<file path="src/datapath_defines.svh">
`ifndef DATAPATH_DEFINES_SVH
`define DATAPATH_DEFINES_SVH

// symbols per word, lane 0 is the earliest
`define DP_LANES 4

// signed adc code
`define DP_CODE_W 8

// ffe weights and tap count
`define DP_WEIGHT_W 8
`define DP_FFE_TAPS 3
`define DP_SHIFT_W 4

// ffe accumulator, holds three full products
`define DP_EST_W 18

// channel estimate, tap 0 is the main cursor
`define DP_CHAN_TAPS 3
`define DP_CHAN_W 8

// residual error and window energy
`define DP_RES_W 12
`define DP_ENER_W 24

// residual stage output to corrector output, in cycles
`define DP_ALIGN_DEPTH 3

`endif

</file>
<file path="src/datapath_pkg.sv">
`default_nettype none
`include "datapath_defines.svh"

package datapath_pkg;

    // single lane values
    typedef logic signed [`DP_CODE_W-1:0]   code_t;
    typedef logic signed [`DP_RES_W-1:0]    res_t;
    typedef logic signed [`DP_WEIGHT_W-1:0] weight_t;
    typedef logic signed [`DP_CHAN_W-1:0]   chan_tap_t;

    // one word of adc codes
    typedef code_t [`DP_LANES-1:0] code_word_t;

    // sliced bits, 1 means +1 and 0 means -1
    typedef logic [`DP_LANES-1:0] bit_word_t;

    // one word of residual errors
    typedef res_t [`DP_LANES-1:0] res_word_t;

    // bits and residuals move together between the stages
    typedef struct packed {
        bit_word_t bits;
        res_word_t res;
    } slice_res_t;

    // static configuration, common to every lane
    typedef struct packed {
        weight_t [`DP_FFE_TAPS-1:0]    ffe_weights;
        logic    [`DP_SHIFT_W-1:0]     ffe_shift;
        chan_tap_t [`DP_CHAN_TAPS-1:0] channel_est;
    } dsp_cfg_t;

endpackage

`default_nettype wire

</file>
<file path="src/stage_align_buffer.sv">
`timescale 1ns/1ps
`default_nettype none
`include "datapath_defines.svh"

module stage_align_buffer
    import datapath_pkg::*;
#(
    parameter int DEPTH = `DP_ALIGN_DEPTH
) (
    input  wire logic      clk,
    input  wire logic      reset_i,
    input  wire bit_word_t bits_i,
    output bit_word_t      bits_o
);

    // entry 0 is the newest word
    bit_word_t [DEPTH-1:0] pipe_q;

    always_ff @(posedge clk) begin
        if (reset_i) begin
            pipe_q <= '0;
        end else begin
            pipe_q[0] <= bits_i;
            for (int i = 1; i < DEPTH; i++) begin
                pipe_q[i] <= pipe_q[i-1];
            end
        end
    end

    assign bits_o = pipe_q[DEPTH-1];

endmodule

`default_nettype wire

</file>
<file path="config.mk">
export PLATFORM = sky130hd
export DESIGN_NAME = stage_align_buffer
export DESIGN_NICKNAME = d
export VERILOG_FILES = /design/src/datapath_pkg.sv /design/src/stage_align_buffer.sv
export VERILOG_INCLUDE_DIRS = /design/src
export SDC_FILE = /design/constraint.sdc
export NUM_CORES = 1
export LEC_CHECK = 0
export ABC_AREA = 1
export BUFFER_PORTS_ARGS = -buffer_cell sky130_fd_sc_hd__buf_2
export CAP_MARGIN = 20
export CORE_AREA = 2 2 39 41
export DETAILED_ROUTE_END_ITERATION = 7
export DIE_AREA = 0 0 41 43
export GPL_TIMING_DRIVEN = 0
export SLEW_MARGIN = 20
export SYNTH_ARGS = -nofsm -noshare
export SYNTH_HDL_FRONTEND = slang
export SYNTH_SLANG_ARGS = --single-unit
</file>
<file path="constraint.sdc">
create_clock -name clk -period 0.8 [get_ports clk]
set_input_delay 0.08 -clock clk [delete_from_list [all_inputs] [get_ports clk]]
set_output_delay 0.08 -clock clk [all_outputs]
set_load 0.005 [all_outputs]
</file>
==> metrics.txt <==
final WL=397 um; RePlAce Congestion=0.654; First-pass DRT Iterations=1; Worst Setup End Kind=primary output; RSZ-0062 raised after global routing=no; share of the synthesized area in the top cell type=64.6%; placed instance area=437 sq um; outcome=complete, no violations; slowest stage delay, CP=0.32 ns; DRC errors left=0; Synth Instances=41; Pins Over Slew Limit=0; Worst R2R Setup Slack=0.33 ns; actual slew at the worst max-slew pin=0.0798 ns; vias in the first global route=193; HP Class=in2reg; Yosys warnings=0; setup TNS=0 ns; global route total overflow=0; Setup violations, final=0; CTS Buffer Depth=2; commonest cells after routing, fill and taps aside=12 x inv_1, 11 x nor2_1, 11 x dfxtp_1, 5 x buf_6, 5 x buf_2; TritonCTS clock tree=done; via/cell ratio=3.60; Area growth, synth to finish=29.6%; I/O Pins=10; worst-path maximum fanout=1; Avg Cell Area, Syn=9.06 sq um; Yosys top cell by area=dfxtp_1; CTS Root Cell=clkbuf_4; total track usage=6.56%; DIE HEIGHT=43 um; CP cell instances=buf_6; initial antenna violation count=0; layout cells sized above 1=31.4%; # H-tree levels=1; maximum clock rate=1.30 GHz; r2r startpoint=pipe_q[7]; Final min period=0.769 ns; Worst path slowest cell=dfxtp_2; Clock Latency Late Sink=0.26 ns; die area=1760 sq um; crit path launch type=flop; Worst slew margin=94.7%; total CTS buffers=3; Mapped Nets=47; DR WL/cell=5.93 um; worst path arrival time=0.69 ns; final-layout fill cell count=152; port bufs=9; max_cap viols=0; core area=1380 sq um; global-route wire length before repair=683 um; register area share after synthesis=64.6%; fin nets=58; Power per Cell Area=2390 nW/um^2; number of routed nets with antenna violations=0; Multi-input gate area=47.5 sq um; Sequential Area=241 sq um; hold path endpoint=pipe_q[0]; CP bufs+invs=1; kind of cell adding the most delay to the critical path=flip-flops; Die W=41 um; final instance area=482 sq um; R2R depth=2; hold path depth=3; fin crit share=96.1%; number of setup buffers added after CTS=0; synthesized area=372 sq um; CP Class=reg2out; Leakage=0.238 nW; post-synthesis cell type count=5; reg2reg end=bits_o[3]; DRT iter0 DRCs=0; commonest non-fill, non-tap cell in the layout=inv_1; Ant. Diodes=0; Starting Density=26.9%; clk sinks=12; FP Rows=14; Worst Hold Launch=bits_i[0]; Synth area leaders=dfxtp_1 65%, inv_1 12%, nor2_1 12%; Final Skew=0.00318 ns; vias=241; Worst-path clk slew=0.07 ns; flops & latches, synth=12; largest net degree at the start of global routing=11; placed wire-length estimate=276 um; Max VDD drop=1.08 mV; WP data required=0.72 ns; Final Hold Viols=0
==> kinds of logic (layout without fill, tap and decap cells) <==
| group | count (synthesis) | count (layout) | synth area share [%] |
|---|---|---|---|
| DFF | 12 | 12 | 64.6 |
| and+or+nand+nor | 12 | 12 | 12.1 |
| buffers and inverters | 17 | 27 | 23.2 |
==> through the flow <==
step	setup slack, ns	util [%]	total power (W)	hold WS [ns]	std cells
after global placement	0.219	31.6	0.000696	0.280	66
after global routing	0.00109	34.8	0.00121	0.0180	67
after floorplan	0.327	-	0.000675	0.151	41
after detailed placement	0.214	31.6	0.000698	0.281	66
final	0.0315	34.8	0.00115	0.0126	67
after CTS	0.0121	34.5	0.00117	0.00343	67
==> how the worst max path moves through the flow <==
stage | startpoint | to | slack [ns] | cells after the start
6_report | bits_o[2] | bits_o[2] | 0.03 | 1
2_1_floorplan | bits_o[0] | bits_o[0] | 0.33 | 1
3_3_place_gp | bits_o[0] | bits_o[0] | 0.22 | 2
3_5_place_dp | bits_o[0] | bits_o[0] | 0.21 | 2
5_1_grt | bits_o[0] | bits_o[0] | 0.001 | 1
4_1_cts | bits_o[0] | bits_o[0] | 0.01 | 1
==> synthesized netlist by cell type, drive strengths merged <==
cell and number:
dfxtp 12, inv 12, nor2 12, buf 5
==> registers in the layout (all words and copies together) (netlist names) <==
signal	cells
pipe_q	8
bits_o	4
==> per-layer routing <==
metal | vias to the layer above | GRT usage (%) | share of wire [%] | wire length [um]
li1 | 127 | - | - | -
met1 | 103 | 5.56 | 42 | 168
met2 | 9 | 8.44 | 46 | 182
met3 | 2 | 4.71 | 9.8 | 39
met4 | 0 | 8.00 | 1.5 | 6
met5 | - | 0 | 0 | 0
==> report_power, final <==
part           internal [W]  switching [W]  leakage (nW)  total [W]
Sequential         0.000621     0.00000633        0.0992   0.000628
Clock              0.000276       0.000186        0.0210   0.000462
Combinational     0.0000350      0.0000253         0.118  0.0000603
Total              0.000932       0.000218         0.238    0.00115
==> what timing repair did <==
action                                 in CTS  in global routing
endpoints found under the hold margin       2                  0
hold buffers                                1                  0
pin swaps                                   0                  0
resized for setup                           4                  2
setup endpoints to repair                   4                  2
cloned                                      0                  0
==> cell type report <==
type / count / share of cell area (%)
timing repair buffer: 10 / 16.6
tap: 16 / 4.16
multi-input combinational: 12 / 9.87
buffer: 1 / 2.34
clock buffer: 4 / 7.53
sequential: 12 / 50.1
inverter: 12 / 9.35
Power figures use the tool's default switching activity.
