==> src/datapath_defines.svh <==
`ifndef DATAPATH_DEFINES_SVH
`define DATAPATH_DEFINES_SVH

// symbols per word, lane 0 is the earliest
`define DP_LANES 4

// signed adc code
`define DP_CODE_W 8

// ffe weights and tap count
`define DP_WEIGHT_W 8
`define DP_FFE_TAPS 3
`define DP_SHIFT_W 4

// ffe accumulator, holds three full products
`define DP_EST_W 18

// channel estimate, tap 0 is the main cursor
`define DP_CHAN_TAPS 3
`define DP_CHAN_W 8

// residual error and window energy
`define DP_RES_W 12
`define DP_ENER_W 24

// residual stage output to corrector output, in cycles
`define DP_ALIGN_DEPTH 3

`endif

==> src/datapath_pkg.sv <==
`default_nettype none
`include "datapath_defines.svh"

package datapath_pkg;

    // single lane values
    typedef logic signed [`DP_CODE_W-1:0]   code_t;
    typedef logic signed [`DP_RES_W-1:0]    res_t;
    typedef logic signed [`DP_WEIGHT_W-1:0] weight_t;
    typedef logic signed [`DP_CHAN_W-1:0]   chan_tap_t;

    // one word of adc codes
    typedef code_t [`DP_LANES-1:0] code_word_t;

    // sliced bits, 1 means +1 and 0 means -1
    typedef logic [`DP_LANES-1:0] bit_word_t;

    // one word of residual errors
    typedef res_t [`DP_LANES-1:0] res_word_t;

    // bits and residuals move together between the stages
    typedef struct packed {
        bit_word_t bits;
        res_word_t res;
    } slice_res_t;

    // static configuration, common to every lane
    typedef struct packed {
        weight_t [`DP_FFE_TAPS-1:0]    ffe_weights;
        logic    [`DP_SHIFT_W-1:0]     ffe_shift;
        chan_tap_t [`DP_CHAN_TAPS-1:0] channel_est;
    } dsp_cfg_t;

endpackage

`default_nettype wire

==> src/bits_estimator.sv <==
`timescale 1ns/1ps
`default_nettype none
`include "datapath_defines.svh"

module bits_estimator
    import datapath_pkg::*;
(
    input  wire logic       clk,
    input  wire logic       reset_i,
    input  wire dsp_cfg_t   cfg_i,
    input  wire code_word_t codes_i,
    output bit_word_t       bits_o,
    output code_word_t      codes_o
);

    localparam int PROD_W = `DP_WEIGHT_W + `DP_CODE_W;
    localparam int HIST   = `DP_FFE_TAPS - 1;

    typedef logic signed [PROD_W-1:0]    prod_t;
    typedef logic signed [`DP_EST_W-1:0] est_t;

    // previous word, doubles as first delay of the code pass-through
    code_word_t codes_q;

    // tail of the previous word followed by the current word
    code_t [`DP_LANES+HIST-1:0] code_win;

    prod_t [`DP_FFE_TAPS-1:0] prod_q [`DP_LANES];
    est_t est [`DP_LANES];

    assign code_win = {codes_i, codes_q[`DP_LANES-1 -: HIST]};

    // first stage: one product per lane and tap
    always_ff @(posedge clk) begin
        if (reset_i) begin
            codes_q <= '0;
            for (int l = 0; l < `DP_LANES; l++) begin
                prod_q[l] <= '0;
            end
        end else begin
            codes_q <= codes_i;
            for (int l = 0; l < `DP_LANES; l++) begin
                for (int k = 0; k < `DP_FFE_TAPS; k++) begin
                    // tap k reaches k symbols back
                    prod_q[l][k] <= $signed(cfg_i.ffe_weights[k]) *
                                    $signed(code_win[l + HIST - k]);
                end
            end
        end
    end

    // sum and scale the products
    always_comb begin
        for (int l = 0; l < `DP_LANES; l++) begin
            est[l] = '0;
            for (int k = 0; k < `DP_FFE_TAPS; k++) begin
                est[l] = est[l] + $signed(prod_q[l][k]);
            end
            est[l] = est[l] >>> cfg_i.ffe_shift;
        end
    end

    // second stage: slice at zero, keep codes in step
    always_ff @(posedge clk) begin
        if (reset_i) begin
            bits_o  <= '0;
            codes_o <= '0;
        end else begin
            for (int l = 0; l < `DP_LANES; l++) begin
                bits_o[l] <= ~est[l][`DP_EST_W-1];
            end
            codes_o <= codes_q;
        end
    end

endmodule

`default_nettype wire

==> config.mk <==
export PLATFORM = sky130hd
export DESIGN_NAME = bits_estimator
export DESIGN_NICKNAME = d
export VERILOG_FILES = /design/src/datapath_pkg.sv /design/src/bits_estimator.sv
export VERILOG_INCLUDE_DIRS = /design/src
export SDC_FILE = /design/constraint.sdc
export NUM_CORES = 2
export LEC_CHECK = 0
export BUFFER_PORTS_ARGS = -buffer_cell sky130_fd_sc_hd__buf_2
export CAP_MARGIN = 20
export CORE_AREA = 10 10 364 366
export CTS_BUF_LIST = sky130_fd_sc_hd__clkbuf_8 sky130_fd_sc_hd__clkbuf_16
export CTS_CLUSTER_SIZE = 24
export DETAILED_ROUTE_END_ITERATION = 7
export DIE_AREA = 0 0 374 376
export SLEW_MARGIN = 30
export SYNTH_ARGS = -nofsm -noshare
export SYNTH_HDL_FRONTEND = slang
export SYNTH_SLANG_ARGS = --single-unit
==> constraint.sdc <==
create_clock -name clk -period 5.1 [get_ports clk]
set_input_delay 0.51 -clock clk [delete_from_list [all_inputs] [get_ports clk]]
set_output_delay 0.51 -clock clk [all_outputs]
set_load 0.005 [all_outputs]
==> metrics.txt <==
TritonCTS clock tree=yes; share of layout cells above drive strength 1=0.0878; FFs w/ async S/R, synth=0; syn_area_per_cell=9.37 µm²; Tmin final=4.59 ns; fin. max-slew vios=0; Routed wire per std cell=15.7 µm; GRT Total Usage=0.139; setup TNS=0 ns; Clk Latency, worst-skew pair=0.59 ns; root buf cell=clkbuf_16; Slew HR=0.463; Register Area=0.00520 mm²; number of setup buffers added after CTS=0; die area=0.141 mm²; DRT antenna net count=0; Hold WC Path Type=primary input to flip-flop; Die Wd=374 µm; Crit Path Category=flip-flop to flip-flop; Max FO, Critical Path=9; Critical Path RT=5.59 ns; DRT Wirelength=95800 µm; DRT iter0 DRCs=1117; Die H=376 µm; # setup viols final=0; commonest non-fill, non-tap cell in the layout=inv_1; Yosys cell types=58; Clock Path Buffers=3; initial antenna violation count=12; Worst setup SP type=flip-flop; worst setup margin=0.511 ns; Synth Warn #=0; Final Skew=0.0338 ns; critical path arrival=5.08 ns; Gate Count Post-Synth=4249; PwrDens=427 mW/mm²; Fmax=0.218 GHz; Rows=130; Leakage=22.3 nW; Multi-input gate area=0.0305 mm²; PostCTS Resize Cnt=0; most frequent cells in the layout=inv_1 (955), fa_1 (720), and2_1 (524), ha_1 (412), dfxtp_1 (260); NumNets Final=5634; crit path capture type=flip-flop; worst slack at placement=-0.00960 ns; worst vdd ir=0.000346 V; GPL Wtd Cong=0.836; Clock Pin Slew Worst Setup and Hold Paths=0.06 ns; via count=27700; GRT overflow=0; IO buf count=93; WHS=0.301 ns; sequential fraction of the synthesis area=0.131; # DRC=0; max-cap viol count=0; Ports=122; post-layout util=0.357; final count of hold timing violations=0; Post-synth EDFFs=0; non-filler instance count after layout=6096; Worst-Margin Slew=0.803 ns; drt via density=4.55; period utilisation layout=0.900; dpl hpwl=78900 µm; Yosys reg bits=260; pin count of the biggest net entering global routing=140; RSZ-0062 raised after global routing=false; Layout fillers=12700; first-pass GRT wire length=159000 µm; Main synth FF type=dfxtp_1; DP Cell Count=6029; total CTS buffers=35; core area=0.125 mm²; vias in the first global route=29600; status=completed; Initial Util=0.318; Syn Nets=5467; H-tree depth=2; # hold bufs at CTS=0; Area Growth Syn to Fin=12.1%; Mapped Area=0.0398 mm²; drt first pass iters=5; clock sinks=260
-- cells by family after synthesis --
family | Yosys count | synth area share
compound gates | 366 | 0.0644
xor+xnor | 113 | 0.0249
fa+ha+maj | 1132 | 0.492
buf+inv | 1102 | 0.104
flops | 260 | 0.131
mux | 31 | 0.00877
simple gates | 1245 | 0.176
-- synthesized netlist by cell type, types with 9 or more instances --
cell type	n	area share
o21bai_1	13	0.0025
inv_1	950	0.090
nand2_1	193	0.018
nand2b_1	20	0.0031
a311oi_1	11	0.0024
nor2b_1	215	0.034
a211oi_1	42	0.0079
a31oi_1	13	0.0020
fa_1	720	0.36
and2_1	524	0.082
a21o_1	54	0.010
o21ai_0	51	0.0064
nor2_1	109	0.010
clkbuf_1	146	0.014
ha_1	412	0.13
xnor2_1	92	0.020
o21a_1	44	0.0083
nand3_1	33	0.0041
and4_1	9	0.0020
and3_1	29	0.0046
a21oi_1	66	0.0083
mux2_2	27	0.0076
nor3_1	66	0.0083
a211o_1	12	0.0026
dfxtp_1	260	0.13
xor2_1	21	0.0046
-- routing by layer --
metal	global-route usage	wire, µm	up-vias
li1	-	-	13300
met1	0.178	42800	13900
met2	0.239	46000	443
met3	0.0251	4480	107
met4	0.0366	2440	10
met5	0	59	-
-- critical path, cell delays in order (launching register included) --
cell	delay, ns
dfxtp_1	0.72
nand2_1	0.17
fa_1	0.51
fa_1	0.49
inv_1	0.05
fa_1	0.47
inv_1	0.05
fa_1	0.48
inv_1	0.04
ha_1	0.32
o21ai_0	0.13
o21bai_1	0.33
nand4_1	0.19
a2111oi_0	0.35
o21bai_1	0.16
-- worst paths after layout --
check	startpoint	depth (start not counted)	end	slack, ns
min reg2reg	codes_q[12]	1	codes_o[12]	0.43
max reg2reg	code_win[5]	14	prod_q[0][47]	0.51
min	codes_i[25]	2	code_win[9]	0.30
max	code_win[5]	14	prod_q[0][47]	0.51
-- through the flow --
stage          total power, mW  cell area [µm²]
2_1_floorplan             12.8            39800
3_3_place_gp              16.3            43400
3_5_place_dp              16.5            43400
4_1_cts                   19.3            44600
5_1_grt                   21.4            44600
6_report                  19.0            44600
-- flip-flops by register name, indices dropped and copies added (netlist names) --
| register | count |
|---|---|
| bits_o | 4 |
| prod_q | 192 |
| code_win | 16 |
| codes_o | 32 |
| codes_q | 16 |
-- power by group --
| part | internal [mW] | switching, mW |
|---|---|---|
| Combinational | 6.34 | 7.09 |
| Clock | 1.59 | 1.02 |
| Sequential | 2.63 | 0.367 |
| Total | 10.6 | 8.48 |
-- layout make-up --
cell class                 instances  area share
antenna                            3    0.000168
multi-input combinational       2887       0.683
clock buffer                      42      0.0220
tap                             1650      0.0462
clock inverter                    22     0.00563
timing repair buffer             282      0.0469
sequential                       260       0.117
inverter                         950      0.0799
Power figures use the tool's default switching activity.
