## config.mk

```make
export PLATFORM = sky130hd
export DESIGN_NAME = error_corrector
export DESIGN_NICKNAME = d
export VERILOG_FILES = /design/src/datapath_pkg.sv /design/src/error_corrector.sv
export VERILOG_INCLUDE_DIRS = /design/src
export SDC_FILE = /design/constraint.sdc
export NUM_CORES = 1
export LEC_CHECK = 0
export ABC_AREA = 1
export BUFFER_PORTS_ARGS = -buffer_cell sky130_fd_sc_hd__buf_2
export CAP_MARGIN = 0
export CORE_UTILIZATION = 60
export CTS_BUF_LIST = sky130_fd_sc_hd__clkbuf_4
export DETAILED_ROUTE_END_ITERATION = 6
export MAX_ROUTING_LAYER = met4
export PLACE_DENSITY = 0.94
export SYNTH_ARGS = -nofsm -noshare
export SYNTH_HDL_FRONTEND = slang
export SYNTH_SLANG_ARGS = --single-unit
```

## constraint.sdc

```tcl
create_clock -name clk -period 6.6 [get_ports clk]
set_input_delay 1.32 -clock clk [delete_from_list [all_inputs] [get_ports clk]]
set_output_delay 1.32 -clock clk [all_outputs]
set_load 0.05 [all_outputs]
```

## src/datapath_defines.svh

```systemverilog
`ifndef DATAPATH_DEFINES_SVH
`define DATAPATH_DEFINES_SVH

// symbols per word, lane 0 is the earliest
`define DP_LANES 4

// signed adc code
`define DP_CODE_W 8

// ffe weights and tap count
`define DP_WEIGHT_W 8
`define DP_FFE_TAPS 3
`define DP_SHIFT_W 4

// ffe accumulator, holds three full products
`define DP_EST_W 18

// channel estimate, tap 0 is the main cursor
`define DP_CHAN_TAPS 3
`define DP_CHAN_W 8

// residual error and window energy
`define DP_RES_W 12
`define DP_ENER_W 24

// residual stage output to corrector output, in cycles
`define DP_ALIGN_DEPTH 3

`endif

```

## src/datapath_pkg.sv

```systemverilog
`default_nettype none
`include "datapath_defines.svh"

package datapath_pkg;

    // single lane values
    typedef logic signed [`DP_CODE_W-1:0]   code_t;
    typedef logic signed [`DP_RES_W-1:0]    res_t;
    typedef logic signed [`DP_WEIGHT_W-1:0] weight_t;
    typedef logic signed [`DP_CHAN_W-1:0]   chan_tap_t;

    // one word of adc codes
    typedef code_t [`DP_LANES-1:0] code_word_t;

    // sliced bits, 1 means +1 and 0 means -1
    typedef logic [`DP_LANES-1:0] bit_word_t;

    // one word of residual errors
    typedef res_t [`DP_LANES-1:0] res_word_t;

    // bits and residuals move together between the stages
    typedef struct packed {
        bit_word_t bits;
        res_word_t res;
    } slice_res_t;

    // static configuration, common to every lane
    typedef struct packed {
        weight_t [`DP_FFE_TAPS-1:0]    ffe_weights;
        logic    [`DP_SHIFT_W-1:0]     ffe_shift;
        chan_tap_t [`DP_CHAN_TAPS-1:0] channel_est;
    } dsp_cfg_t;

endpackage

`default_nettype wire

```

## src/error_corrector.sv

```systemverilog
`timescale 1ns/1ps
`default_nettype none
`include "datapath_defines.svh"

module error_corrector
    import datapath_pkg::*;
(
    input  wire logic       clk,
    input  wire logic       reset_i,
    input  wire dsp_cfg_t   cfg_i,
    input  wire slice_res_t stage_i,
    input  wire bit_word_t  flags_i,
    output slice_res_t      stage_o
);

    localparam int HIST   = `DP_CHAN_TAPS - 1;
    localparam int TERM_W = `DP_CHAN_W + 2;

    // corrections owed to the first lanes of the next word
    res_t [HIST-1:0] carry_q;

    res_t [`DP_LANES+HIST-1:0] corr;
    logic signed [TERM_W-1:0] twice_h [`DP_CHAN_TAPS];
    slice_res_t corrected;

    always_comb begin
        for (int k = 0; k < `DP_CHAN_TAPS; k++) begin
            twice_h[k] = {cfg_i.channel_est[k][`DP_CHAN_W-1], cfg_i.channel_est[k], 1'b0};
        end
    end

    always_comb begin
        corr = '0;
        corr[HIST-1:0] = carry_q;
        // each flag adds 2*h_k*s_old over its three symbols
        for (int m = 0; m < `DP_LANES; m++) begin
            if (flags_i[m]) begin
                for (int k = 0; k < `DP_CHAN_TAPS; k++) begin
                    corr[m+k] = corr[m+k] + (stage_i.bits[m] ? twice_h[k] : -twice_h[k]);
                end
            end
        end
        corrected.bits = stage_i.bits ^ flags_i;
        for (int l = 0; l < `DP_LANES; l++) begin
            corrected.res[l] = $signed(stage_i.res[l]) + $signed(corr[l]);
        end
    end

    always_ff @(posedge clk) begin
        if (reset_i) begin
            stage_o <= '0;
            carry_q <= '0;
        end else begin
            stage_o <= corrected;
            // positions past lane 3 roll over
            carry_q <= corr[`DP_LANES+HIST-1:`DP_LANES];
        end
    end

endmodule

`default_nettype wire

```

==> qor.yml, run 1 <==
layout:
  synthToLayoutAreaGrowth_pct: 9.047
  drive_gt1_share_pct: 11.17
  fin_nets: 1988
floorplanning:
  die_area_um2: 17120
  initial_core_util_pct: 62.01
  coreArea_um2: 16060
  core.rowCount: 46
  die_y_um: 130.8
  ios: 162
  dieWidth_um: 130.8
run_status:
  outcome: "complete, no violations"
power_and_ir_drop:
  p_seq_share_pct: 22.6
  p_int_uw: 1156
  p_comb_share_pct: 65.0
  swShare_pct: 52.61
  peakVddDrop_uv: 137.8
  p_sw_uw: 1284
  p_leak_uw: 0.005852
  clkPwrFrac_pct: 12.5
  powerDensity_nw_per_um2: 224.7
worst_setup_path:
  crit_type: "primary input to flip-flop"
  cp.arrival_ps: 6420
  worstSetupStartpointType: "primary input"
  crit_buf_inv: 4
  cp-end-kind: "flip-flop"
  critPathRequiredTime_ps: 6990
  slowest_delay_ps: 460
  crit_fanout: 4
  critPathTopFamily: "simple AND/OR/NAND/NOR gates"
  cpMostUsedCell: "nand2_1"
  cp_slowest_cell: "fa_1"
sta:
  hold_viol: 0
  layout_setup_ws_ps: 564.7
  holdWs_ps: 701.1
  fin_tns_setup_ps: 0
  worst_pin_slew_ps: 1157
  slew_viol_final: 0
  final.period_utilization_pct: 91.44
  rsz0062_at_grt: "no"
  setup_violations: 0
  clock.fmax_mhz: 165.7
  maxSlewHeadroom_pct: 22.79
  clock_skew_ps: 10.56
  finalCriticalPeriod_ps: 6035
clocking:
  cts_tree: "done"
  cts_inserted_buffers: 9
  clockBufferDepth: 2
  clk_pin_slew_ps: 140
  cts.repair.resized: 0
  clock_sink_count: 74
  root_buffer: "clkbuf_4"
  clock_latency_ps: 490
  postCtsHoldBufs: 0
  post-cts-setup-buffers: 0
  htreeDepth: 3
global_route:
  track_usage_pct: 36.46
  grt_antenna_before_repair: 2
  grt_pass1_wl_um: 47380
  grt_start_max_net_pins: 35
  grt_pass1_vias: 10060
  overflow: 0
drt:
  wl_per_cell_um: 15.19
  dr_total_vias: 11410
  drc: 0
  drt_iter0_drc: 1204
  drt-pass1-iter-count: 6
  detail_route.wirelength_um: 29870
  ant_nets: 0
  via_per_inst: 5.802
synthesis:
  synth_fp_nets: 1888
  async_flop_share_pct: 0
  syn_avg_cell_area_um2: 6.065
  ys_ff_latch: 74
  synth_edf_count: 0
  postSynthCellCount: 1642
  yosys_warnings: 0
  synthFlopType: "dfxtp_1"
  syn-cell-area_um2: 9958
  yosysUniqueCellTypes: 52
  yosysSeqAreaShare_pct: 14.88
placed_design:
  pre_cts_slack_ps: 213.0
  routabilityCongestion: 1.025
  portBuffers: 133
  dp_hpwl_um: 23780
job:
  cap_viol_max_count: 0
hold_path:
  min_path_type: "flip-flop to flip-flop"
## per-layer routing
metal / global-route usage (%) / vias to the layer above / share of wire [%]
li1: - / 5645 / -
met2: 58.05 / 546 / 44
met5: - / - / 0
met1: 44.51 / 5112 / 41
met3: 5.334 / 104 / 9.9
met4: 19.34 / 0 / 4.6
## cells in the final DEF (no fill, tap or decap), types with 19 or more instances in the layout
cell type  count
a31oi_1       20
dfxtp_1       74
o21ai_0      178
ha_1         124
nand3_1       88
buf_2        133
nor2_1       119
nor3_1        19
xnor2_1       22
nand2_1      432
xor2_1        34
inv_1        207
a21oi_1      150
## worst paths after layout
path | startpoint | endpoint | slack [ps] | cells past startpoint
setup reg to reg | carry_q[13] | stage_o[23] | 2250 | 25
hold reg to reg | carry_q[1] | stage_o[1] | 700 | 5
setup / recovery | cfg_i[16] | stage_o[47] | 560 | 32
hold / removal | carry_q[1] | stage_o[1] | 700 | 5
## per-stage QoR
stage / total power [µW] / utilization [%] / std cells / instance area [µm²]
floorplan: 1782 / - / 1642 / 9958
CTS: 2421 / 67.56 / 1962 / 10850
finish: 2440 / 67.63 / 1966 / 10860
global route: 2649 / 67.59 / 1964 / 10850
global placement: 2065 / 66.75 / 1947 / 10720
detailed placement: 2116 / 66.75 / 1947 / 10720
## Yosys cell counts (2+ instances only)
cell,instances,area share (%)
nand3_1,88,4.4
o21ai_0,178,8.9
o221ai_1,2,0.18
nor2_1,119,4.5
xnor2_1,22,1.9
dfxtp_1,74,15
a21o_1,9,0.68
nand4_1,7,0.44
ha_1,124,16
clkbuf_2,2,0.10
buf_2,12,0.60
o2111a_1,2,0.23
nand2_2,6,0.38
or2_1,2,0.13
o21ai_2,4,0.35
fa_1,12,2.4
or2_2,12,0.75
nand3_2,2,0.20
o21ai_4,2,0.33
o31ai_1,2,0.15
a21boi_0,2,0.15
nand2_1,432,16
o21ai_1,7,0.35
buf_1,3,0.11
a211oi_1,2,0.15
o22ai_1,5,0.31
a221oi_1,2,0.18
nor3_1,19,0.95
o21bai_1,12,0.90
a21oi_1,150,7.5
inv_2,5,0.19
o21a_1,2,0.15
o211ai_1,3,0.23
nor4_1,2,0.13
nor3_2,2,0.20
clkbuf_1,32,1.2
xor2_1,34,3.0
buf_6,3,0.34
a31oi_1,20,1.3
inv_1,207,7.8
o2111ai_1,4,0.35
nor2_2,3,0.19
## area by class of cell
type,count,area (µm²)
Clock buffer,10,75.07
Antenna cell,4,10.01
Sequential cell,74,1481
Inverter,213,799.5
Clock inverter,5,55.05
Fill cell,1436,5199
Timing Repair Buffer,142,733.2
Tap cell,216,270.3
Multi-Input combinational cell,1302,7435
## logic make-up (layout without fill, tap and decap cells)
group           count (synthesis)  in the layout  share of synthesized area, %
compound gates                412            412                         22.87
xor+xnor                       56             56                         4.925
fa+ha+maj                     136            136                         17.99
buf+inv                       266            370                         10.47
flops                          74             74                         14.88
other cells                     0              4                             0
simple gates                  698            698                         28.87
## power by group through the flow
| stage | combinational (µW) | sequential (µW) | clock (µW) |
|---|---|---|---|
| CTS | 1560 | 552 | 308 |
| floorplan | 960 | 822 | 0 |
| global route | 1760 | 562 | 327 |
| finish | 1580 | 551 | 304 |
| detailed placement | 1550 | 562 | 0 |
| global placement | 1500 | 560 | 0 |
## state kept, by name, indices dropped and copies added (netlist names)
signal and flops:
carry_q 22, stage_o 52
## tightest hold or removal path, cell delays in order, from the launching register on
cell     delay [ps]
dfxtp_1         360
nand2_1          50
nand2_1          70
ha_1            120
inv_1            30
nor2_1           60
Note: power is estimated with default switching activity, not from simulation.
==> run 2: changes to the inputs <==
clock period = 6.7 ns   (was 6.6 ns; I/O delays follow)
==> qor.yml, run 2 (synthesized netlist as in run 1, its figures left out) <==
run_status:
  outcome: "complete, no violations"
sta:
  slew_viol_final: 0  # unchanged
  clock.fmax_mhz: 165.8
  hold_viol: 0  # unchanged
  finalCriticalPeriod_ps: 6033
  worst_pin_slew_ps: 1122  # -34.87 ps
  fin_tns_setup_ps: 0  # unchanged
  maxSlewHeadroom_pct: 25.12  # +2.3 points
  rsz0062_at_grt: "no"
  final.period_utilization_pct: 90.04
  setup_violations: 0  # unchanged
  clock_skew_ps: 20.74  # +10.18 ps
placed_design:
  portBuffers: 133  # unchanged
  placed_area_um2: 10720  # unchanged
  dp_hpwl_um: 23540  # -1.0%
  routabilityCongestion: 1.040  # +1.5%
  placed_cells: 1947  # unchanged
worst_setup_path:
  slowest_delay_ps: 460  # about the same
  crit_fanout: 4  # unchanged
  crit_buf_inv: 4  # unchanged
  cp.arrival_ps: 6420  # about the same
  critPathTopFamily: "simple AND/OR/NAND/NOR gates"
  cp-end-kind: "flip-flop"
  worstSetupStartpointType: "primary input"
  crit_type: "primary input to flip-flop"
  cp_slowest_cell: "fa_1"
  critPathRequiredTime_ps: 7080  # +90 ps
power_and_ir_drop:
  clkPwrFrac_pct: 11.6  # -0.9 points
  p_leak_uw: 0.005849  # about the same
  peakVddDrop_uv: 155.3  # +13%
  powerDensity_nw_per_um2: 219.4  # -2.4%
  swShare_pct: 53.38  # +0.77 points
  power_uw: 2381  # -2.4%
  p_seq_share_pct: 22.8  # +0.2 points
  p_int_uw: 1110  # -4.0%
  p_sw_uw: 1271  # -0.99%
  p_comb_share_pct: 65.6  # +0.6 points
clocking:
  clock_latency_ps: 490  # about the same
  postCtsHoldBufs: 0  # unchanged
  clk_pin_slew_ps: 140  # about the same
  post-cts-setup-buffers: 0  # unchanged
  htreeDepth: 3  # unchanged
  clock_sink_count: 74  # unchanged
  cts_tree: "done"
  cts_inserted_buffers: 9  # unchanged
  root_buffer: "clkbuf_4"
  cts.repair.resized: 0  # unchanged
  clockBufferDepth: 2  # unchanged
layout:
  fin_cells: 1968  # +0.10%
  final_cell_mix: "432 x nand2_1, 207 x inv_1, 178 x o21ai_0"
  fin_nets: 1988  # unchanged
  fin_area_um2: 10850  # about the same
  synthToLayoutAreaGrowth_pct: 8.983  # about the same
  mostFrequentLayoutCell: "nand2_1"
  postLayoutCoreUtil_pct: 67.59  # about the same
  top_register: "stage_o"
  num-fill-cells: 1457  # +1.5%
  drive_gt1_share_pct: 11.28  # +0.11 points
  largestRegisters: "stage_o: 52 flops, carry_q: 22 flops"
  largest_reg_flops: 52  # unchanged
floorplanning:
  core.rowCount: 46  # unchanged
  initial_core_util_pct: 62.01  # unchanged
  die_area_um2: 17120  # unchanged
  ios: 162  # unchanged
  coreArea_um2: 16060  # unchanged
  die_y_um: 130.8  # unchanged
  dieWidth_um: 130.8  # unchanged
global_route:
  grt_pass1_wl_um: 47000  # -0.80%
  grt_pass1_vias: 10020  # -0.37%
  track_usage_pct: 35.98  # -0.48 points
  overflow: 0  # unchanged
  grt_start_max_net_pins: 35  # unchanged
  grt_antenna_before_repair: 4  # +2
drt:
  wl_per_cell_um: 15.07  # -0.83%
  detail_route.wirelength_um: 29660  # -0.73%
  ant_nets: 0  # unchanged
  via_per_inst: 5.720  # -1.4%
  drt-pass1-iter-count: 7  # +1
  drt_iter0_drc: 1118  # -7.1%
  dr_total_vias: 11260  # -1.3%
  drc: 0  # unchanged
hold_path:
  min_path_type: "flip-flop to flip-flop"
job:
  cap_viol_max_count: 0  # unchanged
==> run 2: cell types whose count changed in the layout (fill, tap and decap cells not counted) <==
cell       previous run  this run
clkinv_4              0         2
clkbuf_4             10        11
clkinv_1              2         1
diode_2               4         5
bufinv_16             1         0
==> run 2: metrics by stage <==
stage                     hold WS, ps  setup WS [ps]
final                           690.7          667.3
after global routing            769.1          263.9
after CTS                       705.5          757.8
after detailed placement        698.9          274.7
after global placement          676.4          426.7
after floorplan                 631.0           1213
==> run 2: final cells by class <==
class	instances	area, µm²	share of cell area [%]
Multi-Input combinational cell	1302	7435	68.50
Timing Repair Buffer	142	733.2	6.756
Clock buffer	11	82.58	0.7609
Tap cell	216	270.3	2.490
Sequential cell	74	1481	13.65
Inverter	213	799.5	7.367
Antenna cell	5	12.51	0.1153
Clock inverter	5	38.79	0.3574
==> run 2: per-layer routing <==
metal  track usage [%]  vias to the layer above  part of all wire, %
met5                 -                        -                    0
met4             18.73                        0                  4.4
met3             6.637                       99                   10
met2             57.14                      544                   44
met1             43.33                     4959                   42
li1                  -                     5654                    -
==> run 2: worst paths after layout <==
kind,start,depth (start not counted),endpoint,slack (ps)
max,cfg_i[16],30,stage_o[47],670
min,carry_q[1],5,stage_o[1],690
max reg2reg,carry_q[13],25,stage_o[23],2300
min reg2reg,carry_q[1],5,stage_o[1],690
==> run 2: worst register-to-register path: stages (launching register included) <==
cell	delay (ps)
dfxtp_1	350
ha_1	200
inv_1	70
fa_1	450
nor2_1	170
nor2_1	70
o21ai_1	210
a21oi_1	110
xor2_1	150
o21ai_1	190
ha_1	330
nand2_1	120
nor2_1	60
o31ai_1	80
o2111ai_1	190
or2_2	310
nand3_1	70
nand2_1	50
ha_1	320
nand2_1	80
nor3_1	210
nand3_1	120
o2111a_1	160
nand3_1	80
nand2_1	50
nor2_1	120
==> run 2: power by group through the flow <==
| stage | logic [µW] | clock network, µW | registers (µW) |
|---|---|---|---|
| 2_1_floorplan | 945 | 0 | 810 |
| 4_1_cts | 1540 | 278 | 544 |
| 5_1_grt | 1730 | 297 | 554 |
| 3_3_place_gp | 1480 | 0 | 552 |
| 6_report | 1560 | 276 | 544 |
| 3_5_place_dp | 1530 | 0 | 554 |
