File: config.mk
export PLATFORM = sky130hd
export DESIGN_NAME = res_err_estimator
export DESIGN_NICKNAME = d
export VERILOG_FILES = /design/src/datapath_pkg.sv /design/src/res_err_estimator.sv
export VERILOG_INCLUDE_DIRS = /design/src
export SDC_FILE = /design/constraint.sdc
export NUM_CORES = 1
export LEC_CHECK = 0
export ABC_AREA = 1
export BUFFER_PORTS_ARGS = -buffer_cell sky130_fd_sc_hd__buf_4
export CAP_MARGIN = 30
export CORE_MARGIN = 2
export CORE_UTILIZATION = 40
export DETAILED_ROUTE_END_ITERATION = 12
export PLACE_DENSITY = 0.65
export SLEW_MARGIN = 20
export SYNTH_ARGS = -nofsm -noshare
export SYNTH_HDL_FRONTEND = slang
export SYNTH_SLANG_ARGS = --single-unit
File: constraint.sdc
create_clock -name clk -period 3.15 [get_ports clk]
set_input_delay 0 -clock clk [delete_from_list [all_inputs] [get_ports clk]]
set_output_delay 0 -clock clk [all_outputs]
set_load 0.01 [all_outputs]
File: src/datapath_defines.svh
`ifndef DATAPATH_DEFINES_SVH
`define DATAPATH_DEFINES_SVH

// symbols per word, lane 0 is the earliest
`define DP_LANES 4

// signed adc code
`define DP_CODE_W 8

// ffe weights and tap count
`define DP_WEIGHT_W 8
`define DP_FFE_TAPS 3
`define DP_SHIFT_W 4

// ffe accumulator, holds three full products
`define DP_EST_W 18

// channel estimate, tap 0 is the main cursor
`define DP_CHAN_TAPS 3
`define DP_CHAN_W 8

// residual error and window energy
`define DP_RES_W 12
`define DP_ENER_W 24

// residual stage output to corrector output, in cycles
`define DP_ALIGN_DEPTH 3

`endif

File: src/datapath_pkg.sv
`default_nettype none
`include "datapath_defines.svh"

package datapath_pkg;

    // single lane values
    typedef logic signed [`DP_CODE_W-1:0]   code_t;
    typedef logic signed [`DP_RES_W-1:0]    res_t;
    typedef logic signed [`DP_WEIGHT_W-1:0] weight_t;
    typedef logic signed [`DP_CHAN_W-1:0]   chan_tap_t;

    // one word of adc codes
    typedef code_t [`DP_LANES-1:0] code_word_t;

    // sliced bits, 1 means +1 and 0 means -1
    typedef logic [`DP_LANES-1:0] bit_word_t;

    // one word of residual errors
    typedef res_t [`DP_LANES-1:0] res_word_t;

    // bits and residuals move together between the stages
    typedef struct packed {
        bit_word_t bits;
        res_word_t res;
    } slice_res_t;

    // static configuration, common to every lane
    typedef struct packed {
        weight_t [`DP_FFE_TAPS-1:0]    ffe_weights;
        logic    [`DP_SHIFT_W-1:0]     ffe_shift;
        chan_tap_t [`DP_CHAN_TAPS-1:0] channel_est;
    } dsp_cfg_t;

endpackage

`default_nettype wire

File: src/res_err_estimator.sv
`timescale 1ns/1ps
`default_nettype none
`include "datapath_defines.svh"

module res_err_estimator
    import datapath_pkg::*;
(
    input  wire logic       clk,
    input  wire logic       reset_i,
    input  wire dsp_cfg_t   cfg_i,
    input  wire bit_word_t  bits_i,
    input  wire code_word_t codes_i,
    output slice_res_t      stage_o
);

    localparam int HIST   = `DP_CHAN_TAPS - 1;
    // three taps of +-h need two bits of growth
    localparam int RESP_W = `DP_CHAN_W + 2;

    typedef logic signed [RESP_W-1:0] resp_t;

    // bit history for the post-cursors, also the bit delay
    bit_word_t  bits_q;
    code_word_t codes_q;

    logic [`DP_LANES+HIST-1:0] bit_win;
    resp_t resp   [`DP_LANES];
    resp_t resp_q [`DP_LANES];

    assign bit_win = {bits_i, bits_q[`DP_LANES-1 -: HIST]};

    // channel response of the sliced symbols
    always_comb begin
        for (int l = 0; l < `DP_LANES; l++) begin
            resp[l] = '0;
            for (int k = 0; k < `DP_CHAN_TAPS; k++) begin
                if (bit_win[l + HIST - k]) begin
                    resp[l] = resp[l] + $signed(cfg_i.channel_est[k]);
                end else begin
                    resp[l] = resp[l] - $signed(cfg_i.channel_est[k]);
                end
            end
        end
    end

    always_ff @(posedge clk) begin
        if (reset_i) begin
            bits_q  <= '0;
            codes_q <= '0;
            for (int l = 0; l < `DP_LANES; l++) begin
                resp_q[l] <= '0;
            end
        end else begin
            bits_q  <= bits_i;
            codes_q <= codes_i;
            for (int l = 0; l < `DP_LANES; l++) begin
                resp_q[l] <= resp[l];
            end
        end
    end

    // residual = code minus expected channel output
    always_ff @(posedge clk) begin
        if (reset_i) begin
            stage_o <= '0;
        end else begin
            stage_o.bits <= bits_q;
            for (int l = 0; l < `DP_LANES; l++) begin
                stage_o.res[l] <= $signed(codes_q[l]) - resp_q[l];
            end
        end
    end

endmodule

`default_nettype wire

==> flow_metrics.env, run 1 <==
export IMPL_slew_violations=0
export IMPL_tightestPinTransition_ns=0.672
export IMPL_crit_fanout=6
export IMPL_fin_nets=1855
export IMPL_hold_viol=0
export IMPL_h_tree_depth=4
export IMPL_syn_nets=1597
export IMPL_worst_setup_path_start_kind="register"
export IMPL_cp_arrival_ns=3.35
export IMPL_relSlewSlack_pct=55.2
export IMPL_route_detailed_drc=0
export IMPL_dp_hpwl_um=19500
export IMPL_slowest_delay_ns=0.37
export IMPL_root_buffer="clkbuf_16"
export IMPL_port_buffers=113
export IMPL_fin_cells=1977
export IMPL_endpoint_kind="register"
export IMPL_path_cells="buf_6 > nand2_1 > o21ai_1 > ha_1 > a21oi_2 > nand2_2 > a21oi_2 > o21ai_2 > buf_4 > xor2_1 > inv_1 > ha_4 > nand2_4 > nor3_4 > nand4_1 > o211a_1 > nand3_2 > nand2_1 > nor2_1"
export IMPL_setup_violations=0
export IMPL_start_util_pct=40.4
export IMPL_vdd_drop_max_mv=0.320
export IMPL_clk_path_buf_depth=2
export IMPL_dieArea_sq_um=24800
export IMPL_synthCells=1386
export IMPL_numCtsBuffers=17
export IMPL_slowest_stage="dfxtp_4"
export IMPL_final_core_util_pct=53.8
export IMPL_finalWeightedCongestion=0.891
export IMPL_stdcell_area_sq_um=12600
export IMPL_fin_skew_ns=0.0127
export IMPL_grt_usage_pct=20.1
export IMPL_whs_ns=0.104
export IMPL_powerDensity_nw_per_um2=644
export IMPL_antenna_found_initial=2
export IMPL_fp_dieH_um=158
export IMPL_post_route_period_util_pct=95.0
export IMPL_wirelength_um=24900
export IMPL_power_leakage_nw=6.50
export IMPL_drt_initial_drc_count=522
export IMPL_fmax_mhz=334
export IMPL_async_reset_ff_share_pct=0
export IMPL_synth_xor_area_share_pct=4.27
export IMPL_dp_cells=1903
export IMPL_vias_per_cell=4.75
export IMPL_mostFrequentLayoutCell="buf_4"
export IMPL_synth_edf_count=0
export IMPL_ys_flop_type="dfxtp_1"
export IMPL_syn_area_per_cell_sq_um=6.81
export IMPL_synth_simple_area_share_pct=19.7
export IMPL_synth_seq_cells=121
export IMPL_fp_dieW_um=158
export IMPL_status="completed"
export IMPL_synth_warnings=0
export IMPL_dr_total_vias=9392
export IMPL_syn2layout_area_growth_pct=33.1
export IMPL_synth_top_family_by_area="compound AO/OA/AOI/OAI gates"
export IMPL_insertion_delay_ns=0.41
export IMPL_max_cap_violations=0
export IMPL_overflow=0
export IMPL_grt_pass1_wl_um=40200
export IMPL_synth_area_sq_um=9440
export IMPL_grt_max_degree=64
export IMPL_worstPathRequired_ns=3.51
export IMPL_dpl_cell_area_sq_um=11400
export IMPL_synthMuxAreaShare_pct=0
export IMPL_synthAdderAreaFrac_pct=17.0
export IMPL_num_rows=56
export IMPL_cts_tree="done"
export IMPL_antenna_left=0
export IMPL_wl_per_cell_um=12.6
export IMPL_period_needed_ns=2.99
export IMPL_io_pin_count=142
export IMPL_core_area_sq_um=23300
export IMPL_clk_pin_slew_worst_paths_ns=0.06
export IMPL_ys_seq_area_share_pct=25.7
export IMPL_synth_compound_area_share_pct=21.3
export IMPL_grt_pass1_vias=8546
export IMPL_drt_pass1_iter_count=6
export IMPL_clock_sinks=121
export IMPL_critPathKind="register to register"
export IMPL_worstHoldPathType="input port to register"
export IMPL_mostFrequentLayoutCells="buf_4 (246), inv_1 (235), nand2_1 (235)"
export IMPL_yosysUniqueCellTypes=43
export IMPL_drive_above_1_share_pct=19.7
-- report_power, final --
| part | leakage [nW] | total [W] | switching, W | internal, W |
|---|---|---|---|---|
| Combinational | 5.21 | 0.00408 | 0.00221 | 0.00187 |
| Clock | 0.281 | 0.00199 | 0.000744 | 0.00124 |
| Sequential | 1.01 | 0.00202 | 0.000116 | 0.00191 |
| Total | 6.50 | 0.00809 | 0.00307 | 0.00502 |
-- path summary, 6_finish.rpt --
| check | start | cells past startpoint | to | slack, ns |
|---|---|---|---|---|
| worst max-delay path | bits_q[3] | 19 | resp_q[0][9] | 0.16 |
| worst min register to register | bits_q[1] | 2 | stage_o[49] | 0.40 |
| worst min-delay path | reset_i | 2 | stage_o[25] | 0.10 |
| worst max register to register | bits_q[3] | 19 | resp_q[0][9] | 0.16 |
-- worst max-delay path, delay by kind of cell (launching register included) --
family / cells / cell delay, ns
AOI/OAI and AO/OA: 5 / 0.73
xor gates and xnor gates: 1 / 0.14
DFF: 1 / 0.37
adders and majority gates: 2 / 0.62
buffers and inverters: 3 / 0.36
and+or+nand+nor: 8 / 0.71
-- cells by family after synthesis --
kind of cell | count (synthesis)
buf+inv | 285
compound gates | 368
flops | 121
simple gates | 445
xor+xnor | 46
fa+ha+maj | 121
-- cells in the mapped netlist (3+ instances only) --
| library cell | n | area [sq um] |
|---|---|---|
| a21oi_1 | 143 | 716 |
| nand3_2 | 6 | 60.1 |
| o21ai_0 | 162 | 811 |
| xnor2_1 | 22 | 193 |
| ha_1 | 109 | 1360 |
| nand2_2 | 7 | 43.8 |
| nand2_1 | 237 | 890 |
| xor2_1 | 24 | 210 |
| nor3_1 | 8 | 40.0 |
| clkbuf_1 | 25 | 93.8 |
| nand4_1 | 8 | 50.1 |
| o221ai_1 | 3 | 26.3 |
| a31oi_1 | 16 | 100 |
| inv_1 | 236 | 886 |
| buf_6 | 4 | 45.0 |
| a21boi_0 | 5 | 37.5 |
| nand3_1 | 42 | 210 |
| buf_2 | 8 | 40.0 |
| dfxtp_1 | 121 | 2420 |
| a21o_1 | 12 | 90.1 |
| nor2_1 | 127 | 477 |
| fa_1 | 12 | 240 |
| o21bai_1 | 10 | 75.1 |
| o2111ai_1 | 4 | 35.0 |
| buf_4 | 4 | 30.0 |
-- area by class of cell --
type / count / area (sq um)
multi-input combinational: 980 / 5980
clock buffer: 17 / 425
timing repair buffer: 283 / 2240
fill: 2286 / 10800
antenna: 1 / 2.50
clock inverter: 15 / 178
sequential: 121 / 2430
inverter: 241 / 907
tap: 319 / 399
-- per-layer routing --
layer,up-vias,share of wire [%],track usage (%)
met5,-,0.064,0
met4,2,2.3,6.36
met3,38,4.5,3.45
met2,223,44,32.4
met1,4087,49,27.4
li1,5042,-,-
-- stage by stage --
step                      TNS (ns)  worst slack (ns)  power (W)
after floorplan                  0            0.0326    0.00453
after global placement      -0.936            -0.200    0.00589
after detailed placement     -1.66            -0.306    0.00595
after CTS                        0            0.0287    0.00800
after global routing       -0.0952           -0.0459    0.00878
final                            0             0.158    0.00809
-- registers in the layout (all words and copies together), names as in the netlist --
register	flops
stage_o	48
bits_q	4
resp_q	37
codes_q	32
-- repair_timing --
| action | 4_1_cts | 5_1_grt |
|---|---|---|
| resized for setup | 2 | 35 |
| endpoints found under the setup margin | 1 | 10 |
| hold buffers | 34 | 0 |
| pin swaps | 0 | 14 |
| buffers inserted | 0 | 7 |
| endpoints found under the hold margin | 34 | 0 |
Power figures use the tool's default switching activity.
==> run 2: changes to the inputs <==
--- a/config.mk
+++ b/config.mk
@@ -11,6 +11,7 @@
 export CAP_MARGIN = 30
 export CORE_MARGIN = 2
 export CORE_UTILIZATION = 40
+export CTS_BUF_LIST = sky130_fd_sc_hd__clkbuf_8
 export DETAILED_ROUTE_END_ITERATION = 12
 export PLACE_DENSITY = 0.65
 export SLEW_MARGIN = 20
==> flow_metrics.env, run 2 (synthesis gave the netlist of run 1 again) <==
export IMPL_status="completed"
export IMPL_vias_per_cell=4.71
export IMPL_register_area_sq_um=2430
export IMPL_insertion_delay_ns=0.43
export IMPL_whs_ns=0.0833
export IMPL_fp_dieH_um=158
export IMPL_dieArea_sq_um=24800
export IMPL_max_cap_violations=0
export IMPL_top_regs="stage_o (48), resp_q (37), codes_q (32)"
export IMPL_hold_viol=0
export IMPL_antenna_left=0
export IMPL_grt_max_degree=64
export IMPL_numCtsBuffers=17
export IMPL_use_met2_pct=32.2
export IMPL_rsz0062_at_grt="true"
export IMPL_whs_endpoint="stage_o[25]"
export IMPL_worstHoldPathType="input port to register"
export IMPL_grtUsageMet3_pct=3.20
export IMPL_core_area_sq_um=23300
export IMPL_dp_hpwl_um=19500
export IMPL_overflow=0
export IMPL_grt_pass1_wl_um=40000
export IMPL_num_rows=56
export IMPL_nFillCells=2313
export IMPL_crit_start="bits_q[3]"
export IMPL_drt_initial_drc_count=480
export IMPL_hold_start="reset_i"
export IMPL_grt_use_met1_pct=27.5
export IMPL_cp_arrival_ns=3.42
export IMPL_clock_sinks=121
export IMPL_vdd_drop_max_mv=0.287
export IMPL_fmax_mhz=324
export IMPL_dr_total_vias=9286
export IMPL_wl_per_cell_um=12.5
export IMPL_power_leakage_nw=6.37
export IMPL_drt_pass1_iter_count=5
export IMPL_cts_tree="done"
export IMPL_wirelength_um=24600
export IMPL_clk_pin_slew_worst_paths_ns=0.08
export IMPL_regToRegEndpoint="resp_q[0][9]"
export IMPL_drive_above_1_share_pct=18.9
export IMPL_antenna_found_initial=2
export IMPL_largest_reg_flops=48
export IMPL_fp_dieW_um=158
export IMPL_fin_nets=1850
export IMPL_root_buffer="clkbuf_8"
export IMPL_relSlewSlack_pct=55.6
export IMPL_crit_fanout=10
export IMPL_syn2layout_area_growth_pct=30.1
export IMPL_h_tree_depth=4
export IMPL_multi_input_area_sq_um=5930
export IMPL_grt_pass1_vias=8494
export IMPL_fin_skew_ns=0.0154
export IMPL_worst_setup_path_start_kind="register"
export IMPL_dpl_cell_area_sq_um=11400
export IMPL_finalWeightedCongestion=0.891
export IMPL_grt_usage_pct=20.0
export IMPL_reg2reg_slack_ns=0.07
export IMPL_critPathKind="register to register"
export IMPL_route_detailed_drc=0
export IMPL_mostFrequentLayoutCells="buf_4 (242), nand2_1 (237), inv_1 (236)"
export IMPL_period_needed_ns=3.08
export IMPL_timing_rr_start="bits_q[3]"
export IMPL_port_buffers=113
export IMPL_whs_path_depth=2
export IMPL_endpoint_kind="register"
export IMPL_slew_violations=0
export IMPL_worstPathRequired_ns=3.49
export IMPL_mostFrequentLayoutCell="buf_4"
export IMPL_clk_path_buf_depth=2
export IMPL_stdcell_area_sq_um=12300
export IMPL_start_util_pct=40.4
export IMPL_powerDensity_nw_per_um2=610
export IMPL_fin_cells=1972
export IMPL_dp_cells=1903
export IMPL_tightestPinTransition_ns=0.666
export IMPL_regMostFlops="stage_o"
export IMPL_post_route_period_util_pct=97.9
export IMPL_reg2reg_depth=18
export IMPL_grt_busiest_layer="met2"
export IMPL_setup_violations=0
export IMPL_io_pin_count=142
run 2: cell count changes in the layout (fill, tap and decap cells not counted), moves of 2 or more:
| cell | before | now |
|---|---|---|
| a21oi_1 | 137 | 140 |
| a21oi_2 | 8 | 5 |
| buf_4 | 246 | 242 |
| clkbuf_16 | 17 | 0 |
| clkbuf_8 | 0 | 17 |
| nand2_1 | 235 | 237 |
| o21ai_0 | 150 | 155 |
| o21ai_1 | 12 | 7 |
run 2: power breakdown:
group	internal (W)	switching [W]	total (W)
combinational	0.00184	0.00217	0.00401
sequential	0.00191	0.000116	0.00202
clock	0.000782	0.000673	0.00146
total	0.00453	0.00296	0.00749
run 2: repair_timing:
action / in CTS / in global routing
hold buffers: 34 / 0
endpoints found under the hold margin: 34 / 0
pin swaps: 0 / 6
cloned: 0 / 0
endpoints found under the setup margin: 1 / 8
buffers inserted: 0 / 2
gates resized for setup: 2 / 18
run 2: worst max-delay path by stage:
stage	cells after the start	slack, ns	endpoint
2_1_floorplan	20	0.03	resp_q[0][9]
3_3_place_gp	21	-0.20	resp_q[3][9]
3_5_place_dp	23	-0.31	resp_q[3][9]
4_1_cts	18	0.03	resp_q[0][9]
5_1_grt	18	-0.09	resp_q[0][9]
6_report	18	0.07	resp_q[0][9]
run 2: layout make-up:
| cell class | instances | area share [%] |
|---|---|---|
| repair buffers | 278 | 17.9 |
| clock inverters | 15 | 1.45 |
| clock buffers | 17 | 1.91 |
| multi-input cells | 980 | 48.3 |
| diodes | 1 | 0.0204 |
| well taps | 319 | 3.25 |
| flip-flops and latches | 121 | 19.8 |
| inverters | 241 | 7.39 |
run 2: critical path, stage by stage (launching register included):
cell	delay [ns]
dfxtp_4	0.38
buf_4	0.17
nand2_1	0.06
o21ai_0	0.08
ha_1	0.33
a21oi_2	0.15
nand2_1	0.10
a21oi_2	0.15
o21ai_2	0.07
buf_4	0.13
xor2_1	0.13
inv_1	0.09
ha_4	0.28
nand2_1	0.07
nor3_2	0.20
nand4_1	0.13
o211a_1	0.26
a21oi_1	0.14
nor2_1	0.06
run 2: per-layer routing:
layer  wire length (um)  up-vias  part of all wire [%]
met4                463        2                   1.9
met1              12300     4024                    50
li1                   -     5015                     -
met2              10700      214                    44
met3               1090       31                   4.4
met5                 16        -                 0.065
run 2: per-stage QoR:
stage / power (W) / setup slack [ns] / TNS, ns / util, %
after floorplan: 0.00453 / 0.0326 / 0 / -
after global placement: 0.00589 / -0.200 / -0.936 / 49.1
after detailed placement: 0.00595 / -0.306 / -1.66 / 49.1
after CTS: 0.00747 / 0.0279 / 0 / 52.3
after global routing: 0.00817 / -0.0932 / -0.0932 / 52.6
final: 0.00749 / 0.0673 / 0 / 52.6
==> run 3: changes to the inputs <==
--- a/config.mk
+++ b/config.mk
@@ -6,9 +6,9 @@
 export SDC_FILE = /design/constraint.sdc
 export NUM_CORES = 1
 export LEC_CHECK = 0
-export ABC_AREA = 1
 export BUFFER_PORTS_ARGS = -buffer_cell sky130_fd_sc_hd__buf_4
 export CAP_MARGIN = 30
+export CORE_ASPECT_RATIO = 1.5
 export CORE_MARGIN = 2
 export CORE_UTILIZATION = 40
 export CTS_BUF_LIST = sky130_fd_sc_hd__clkbuf_8
==> flow_metrics.env, run 3 <==
export IMPL_antenna_left=0
export IMPL_p_clk_share_pct=16.2
export IMPL_overflow=0
export IMPL_top_regs="stage_o (48), resp_q (37), codes_q (32)"
export IMPL_hold_viol=0
export IMPL_num_rows=68
export IMPL_synth_warnings=0
export IMPL_worstHoldPathType="input port to register"
export IMPL_fin_nets=1630
export IMPL_cp_arrival_ns=3.45
export IMPL_start_util_pct=40.7
export IMPL_nFillCells=2172
export IMPL_yosysUniqueCellTypes=62
export IMPL_synth_area_leader_cell="dfxtp_1"
export IMPL_grt_usage_pct=19.6
export IMPL_async_reset_ff_share_pct=0
export IMPL_p_int_w=0.00546
export IMPL_regToRegEndpoint="resp_q[0][9]"
export IMPL_dr_total_vias=8428
export IMPL_regMostFlops="stage_o"
export IMPL_synth_top_cells_by_count="nor2_1 (149), dfxtp_1 (121), ha_1 (109)"
export IMPL_crit_path_end="resp_q[0][9]"
export IMPL_dp_hpwl_um=19300
export IMPL_drt_pass1_iter_count=5
export IMPL_vias_per_cell=4.82
export IMPL_timing_rr_start="bits_q[3]"
export IMPL_route_detailed_drc=0
export IMPL_ys_top_cells_by_area="dfxtp_1 (26%), ha_1 (15%), xor2_1 (7.9%)"
export IMPL_crit_fanout=2
export IMPL_dieArea_sq_um=24700
export IMPL_clk_pin_slew_worst_paths_ns=0.08
export IMPL_combPwrFrac_pct=59.8
export IMPL_syn_nets=1337
export IMPL_numCtsBuffers=17
export IMPL_crit_family="compound AO/OA/AOI/OAI gates"
export IMPL_rsz0062_at_grt="true"
export IMPL_slowest_delay_ns=0.49
export IMPL_critPathKind="register to register"
export IMPL_path_cells="mux2_4 > fa_2 > a21o_1 > a21oi_2 > nor2b_1 > o21a_1 > nor2_2 > xnor2_1 > ha_2 > or4_4 > a221oi_2 > xnor3_1 > nor2_1"
export IMPL_max_cap_violations=0
export IMPL_h_tree_depth=4
export IMPL_tightestPinTransition_ns=0.541
export IMPL_syn_area_per_cell_sq_um=8.32
export IMPL_port_buffers=113
export IMPL_fin_cells=1747
export IMPL_fin_skew_ns=0.00795
export IMPL_synth_area_sq_um=9370
export IMPL_dp_slack_ns=-0.410
export IMPL_grt_pass1_wl_um=38400
export IMPL_relSlewSlack_pct=63.5
export IMPL_synth_edf_count=0
export IMPL_core_area_sq_um=23100
export IMPL_reg2reg_depth=13
export IMPL_mostFrequentLayoutCells="buf_4 (284), nor2_1 (146), dfxtp_1 (120)"
export IMPL_largest_reg_flops=48
export IMPL_syn2layout_area_growth_pct=36.0
export IMPL_power_frac_seq_pct=24.1
export IMPL_finalWeightedCongestion=0.932
export IMPL_clock_sinks=121
export IMPL_insertion_delay_ns=0.42
export IMPL_wirelength_um=24200
export IMPL_io_pin_count=142
export IMPL_sw_frac_of_total_pct=37.3
export IMPL_switchingPower_w=0.00324
export IMPL_antenna_cells=0
export IMPL_synth_seq_cells=121
export IMPL_endpoint_kind="register"
export IMPL_wl_per_cell_um=13.8
export IMPL_drt_initial_drc_count=268
export IMPL_clk_path_buf_depth=2
export IMPL_ys_flop_type="dfxtp_1"
export IMPL_synthCells=1126
export IMPL_setup_violations=0
export IMPL_fmax_mhz=324
export IMPL_period_needed_ns=3.09
export IMPL_slowest_stage="or4_4"
export IMPL_dp_cells=1671
export IMPL_fp_dieH_um=191
export IMPL_fin_ws_ns=0.0634
export IMPL_powerDensity_nw_per_um2=683
export IMPL_vdd_drop_max_mv=0.260
export IMPL_drive_above_1_share_pct=28.1
export IMPL_post_route_period_util_pct=98.0
export IMPL_status="completed"
export IMPL_slew_violations=0
export IMPL_ys_seq_area_share_pct=25.8
export IMPL_mostFrequentLayoutCell="buf_4"
export IMPL_root_buffer="clkbuf_8"
export IMPL_whs_ns=0.132
export IMPL_cp_num_cells=13
export IMPL_grt_max_degree=90
export IMPL_worst_setup_path_start_kind="register"
export IMPL_yosysTopAreaCellShare_pct=25.8
export IMPL_cts_tree="done"
export IMPL_reg2reg_slack_ns=0.06
export IMPL_grt_pass1_vias=8229
export IMPL_synth_most_common_cell="nor2_1"
export IMPL_crit_start="bits_q[3]"
export IMPL_worstPathRequired_ns=3.51
export IMPL_crit_buf_inv=0
export IMPL_power_leakage_nw=5.95
export IMPL_antenna_found_initial=0
export IMPL_fp_dieW_um=129
## run 3: layout make-up
type | instances | area, sq um | area share (%)
clock buffers | 19 | 262 | 2.05
clock inverters | 13 | 146 | 1.15
inverters | 84 | 315 | 2.47
multi-input cells | 871 | 6630 | 52.0
flip-flops and latches | 121 | 2420 | 19.0
well taps | 315 | 394 | 3.09
repair buffers | 324 | 2570 | 20.2
## run 3: routing by layer
| layer | share of wire, % | track usage (%) | vias to the layer above |
|---|---|---|---|
| li1 | - | - | 4427 |
| met1 | 42 | 21.9 | 3850 |
| met2 | 54 | 37.1 | 126 |
| met3 | 2.4 | 2.60 | 25 |
| met4 | 1.9 | 7.40 | 0 |
| met5 | 0 | 0 | - |
## run 3: through the flow
| step | cell area [sq um] | util (%) | total power, W | TNS, ns |
|---|---|---|---|---|
| floorplan | 9550 | - | 0.00537 | -0.221 |
| global placement | 11800 | 51.1 | 0.00704 | -2.19 |
| detailed placement | 11800 | 51.1 | 0.00714 | -2.66 |
| CTS | 12600 | 54.4 | 0.00864 | 0 |
| global route | 12700 | 55.3 | 0.00943 | -0.104 |
| finish | 12700 | 55.3 | 0.00870 | 0 |
## run 3: worst min path at each step
stage | depth (start not counted) | start | end
6_report | 4 | bits_i[2] | bits_q[2]
5_1_grt | 4 | bits_i[2] | bits_q[2]
4_1_cts | 4 | bits_i[2] | bits_q[2]
3_5_place_dp | 2 | codes_i[2] | codes_q[2]
3_3_place_gp | 2 | codes_i[29] | codes_q[29]
2_1_floorplan | 1 | codes_i[0] | codes_q[0]
## run 3: cell families after synthesis
| family | count (synthesis) | synth area share [%] |
|---|---|---|
| flip-flops | 121 | 25.8 |
| multiplexers | 24 | 2.88 |
| AO/OA/AOI/OAI | 223 | 16.1 |
| AND/OR/NAND/NOR | 375 | 19.9 |
| adder cells (fa/ha/maj) | 121 | 17.1 |
| buffers and inverters | 134 | 5.90 |
| XOR/XNOR | 128 | 12.3 |
## run 3: what timing repair did
item / in CTS / in global routing
hold buffers: 35 / 1
gates resized for setup: 3 / 24
setup endpoints to repair: 2 / 7
pin swaps: 5 / 19
endpoints found under the hold margin: 35 / 6
cloned: 0 / 0
setup buffers: 0 / 7
## run 3: tightest hold or removal path, cell delays in order
cell	delay (ns)
buf_4	0.12
buf_4	0.12
buf_4	0.15
nor2b_1	0.12
## run 3: power by group through the flow
stage / logic (W) / clock network (W) / registers [W]
after CTS: 0.00508 / 0.00146 / 0.00210
after detailed placement: 0.00501 / 0 / 0.00213
final: 0.00520 / 0.00141 / 0.00209
after floorplan: 0.00317 / 0 / 0.00221
after global routing: 0.00579 / 0.00151 / 0.00213
after global placement: 0.00491 / 0 / 0.00213
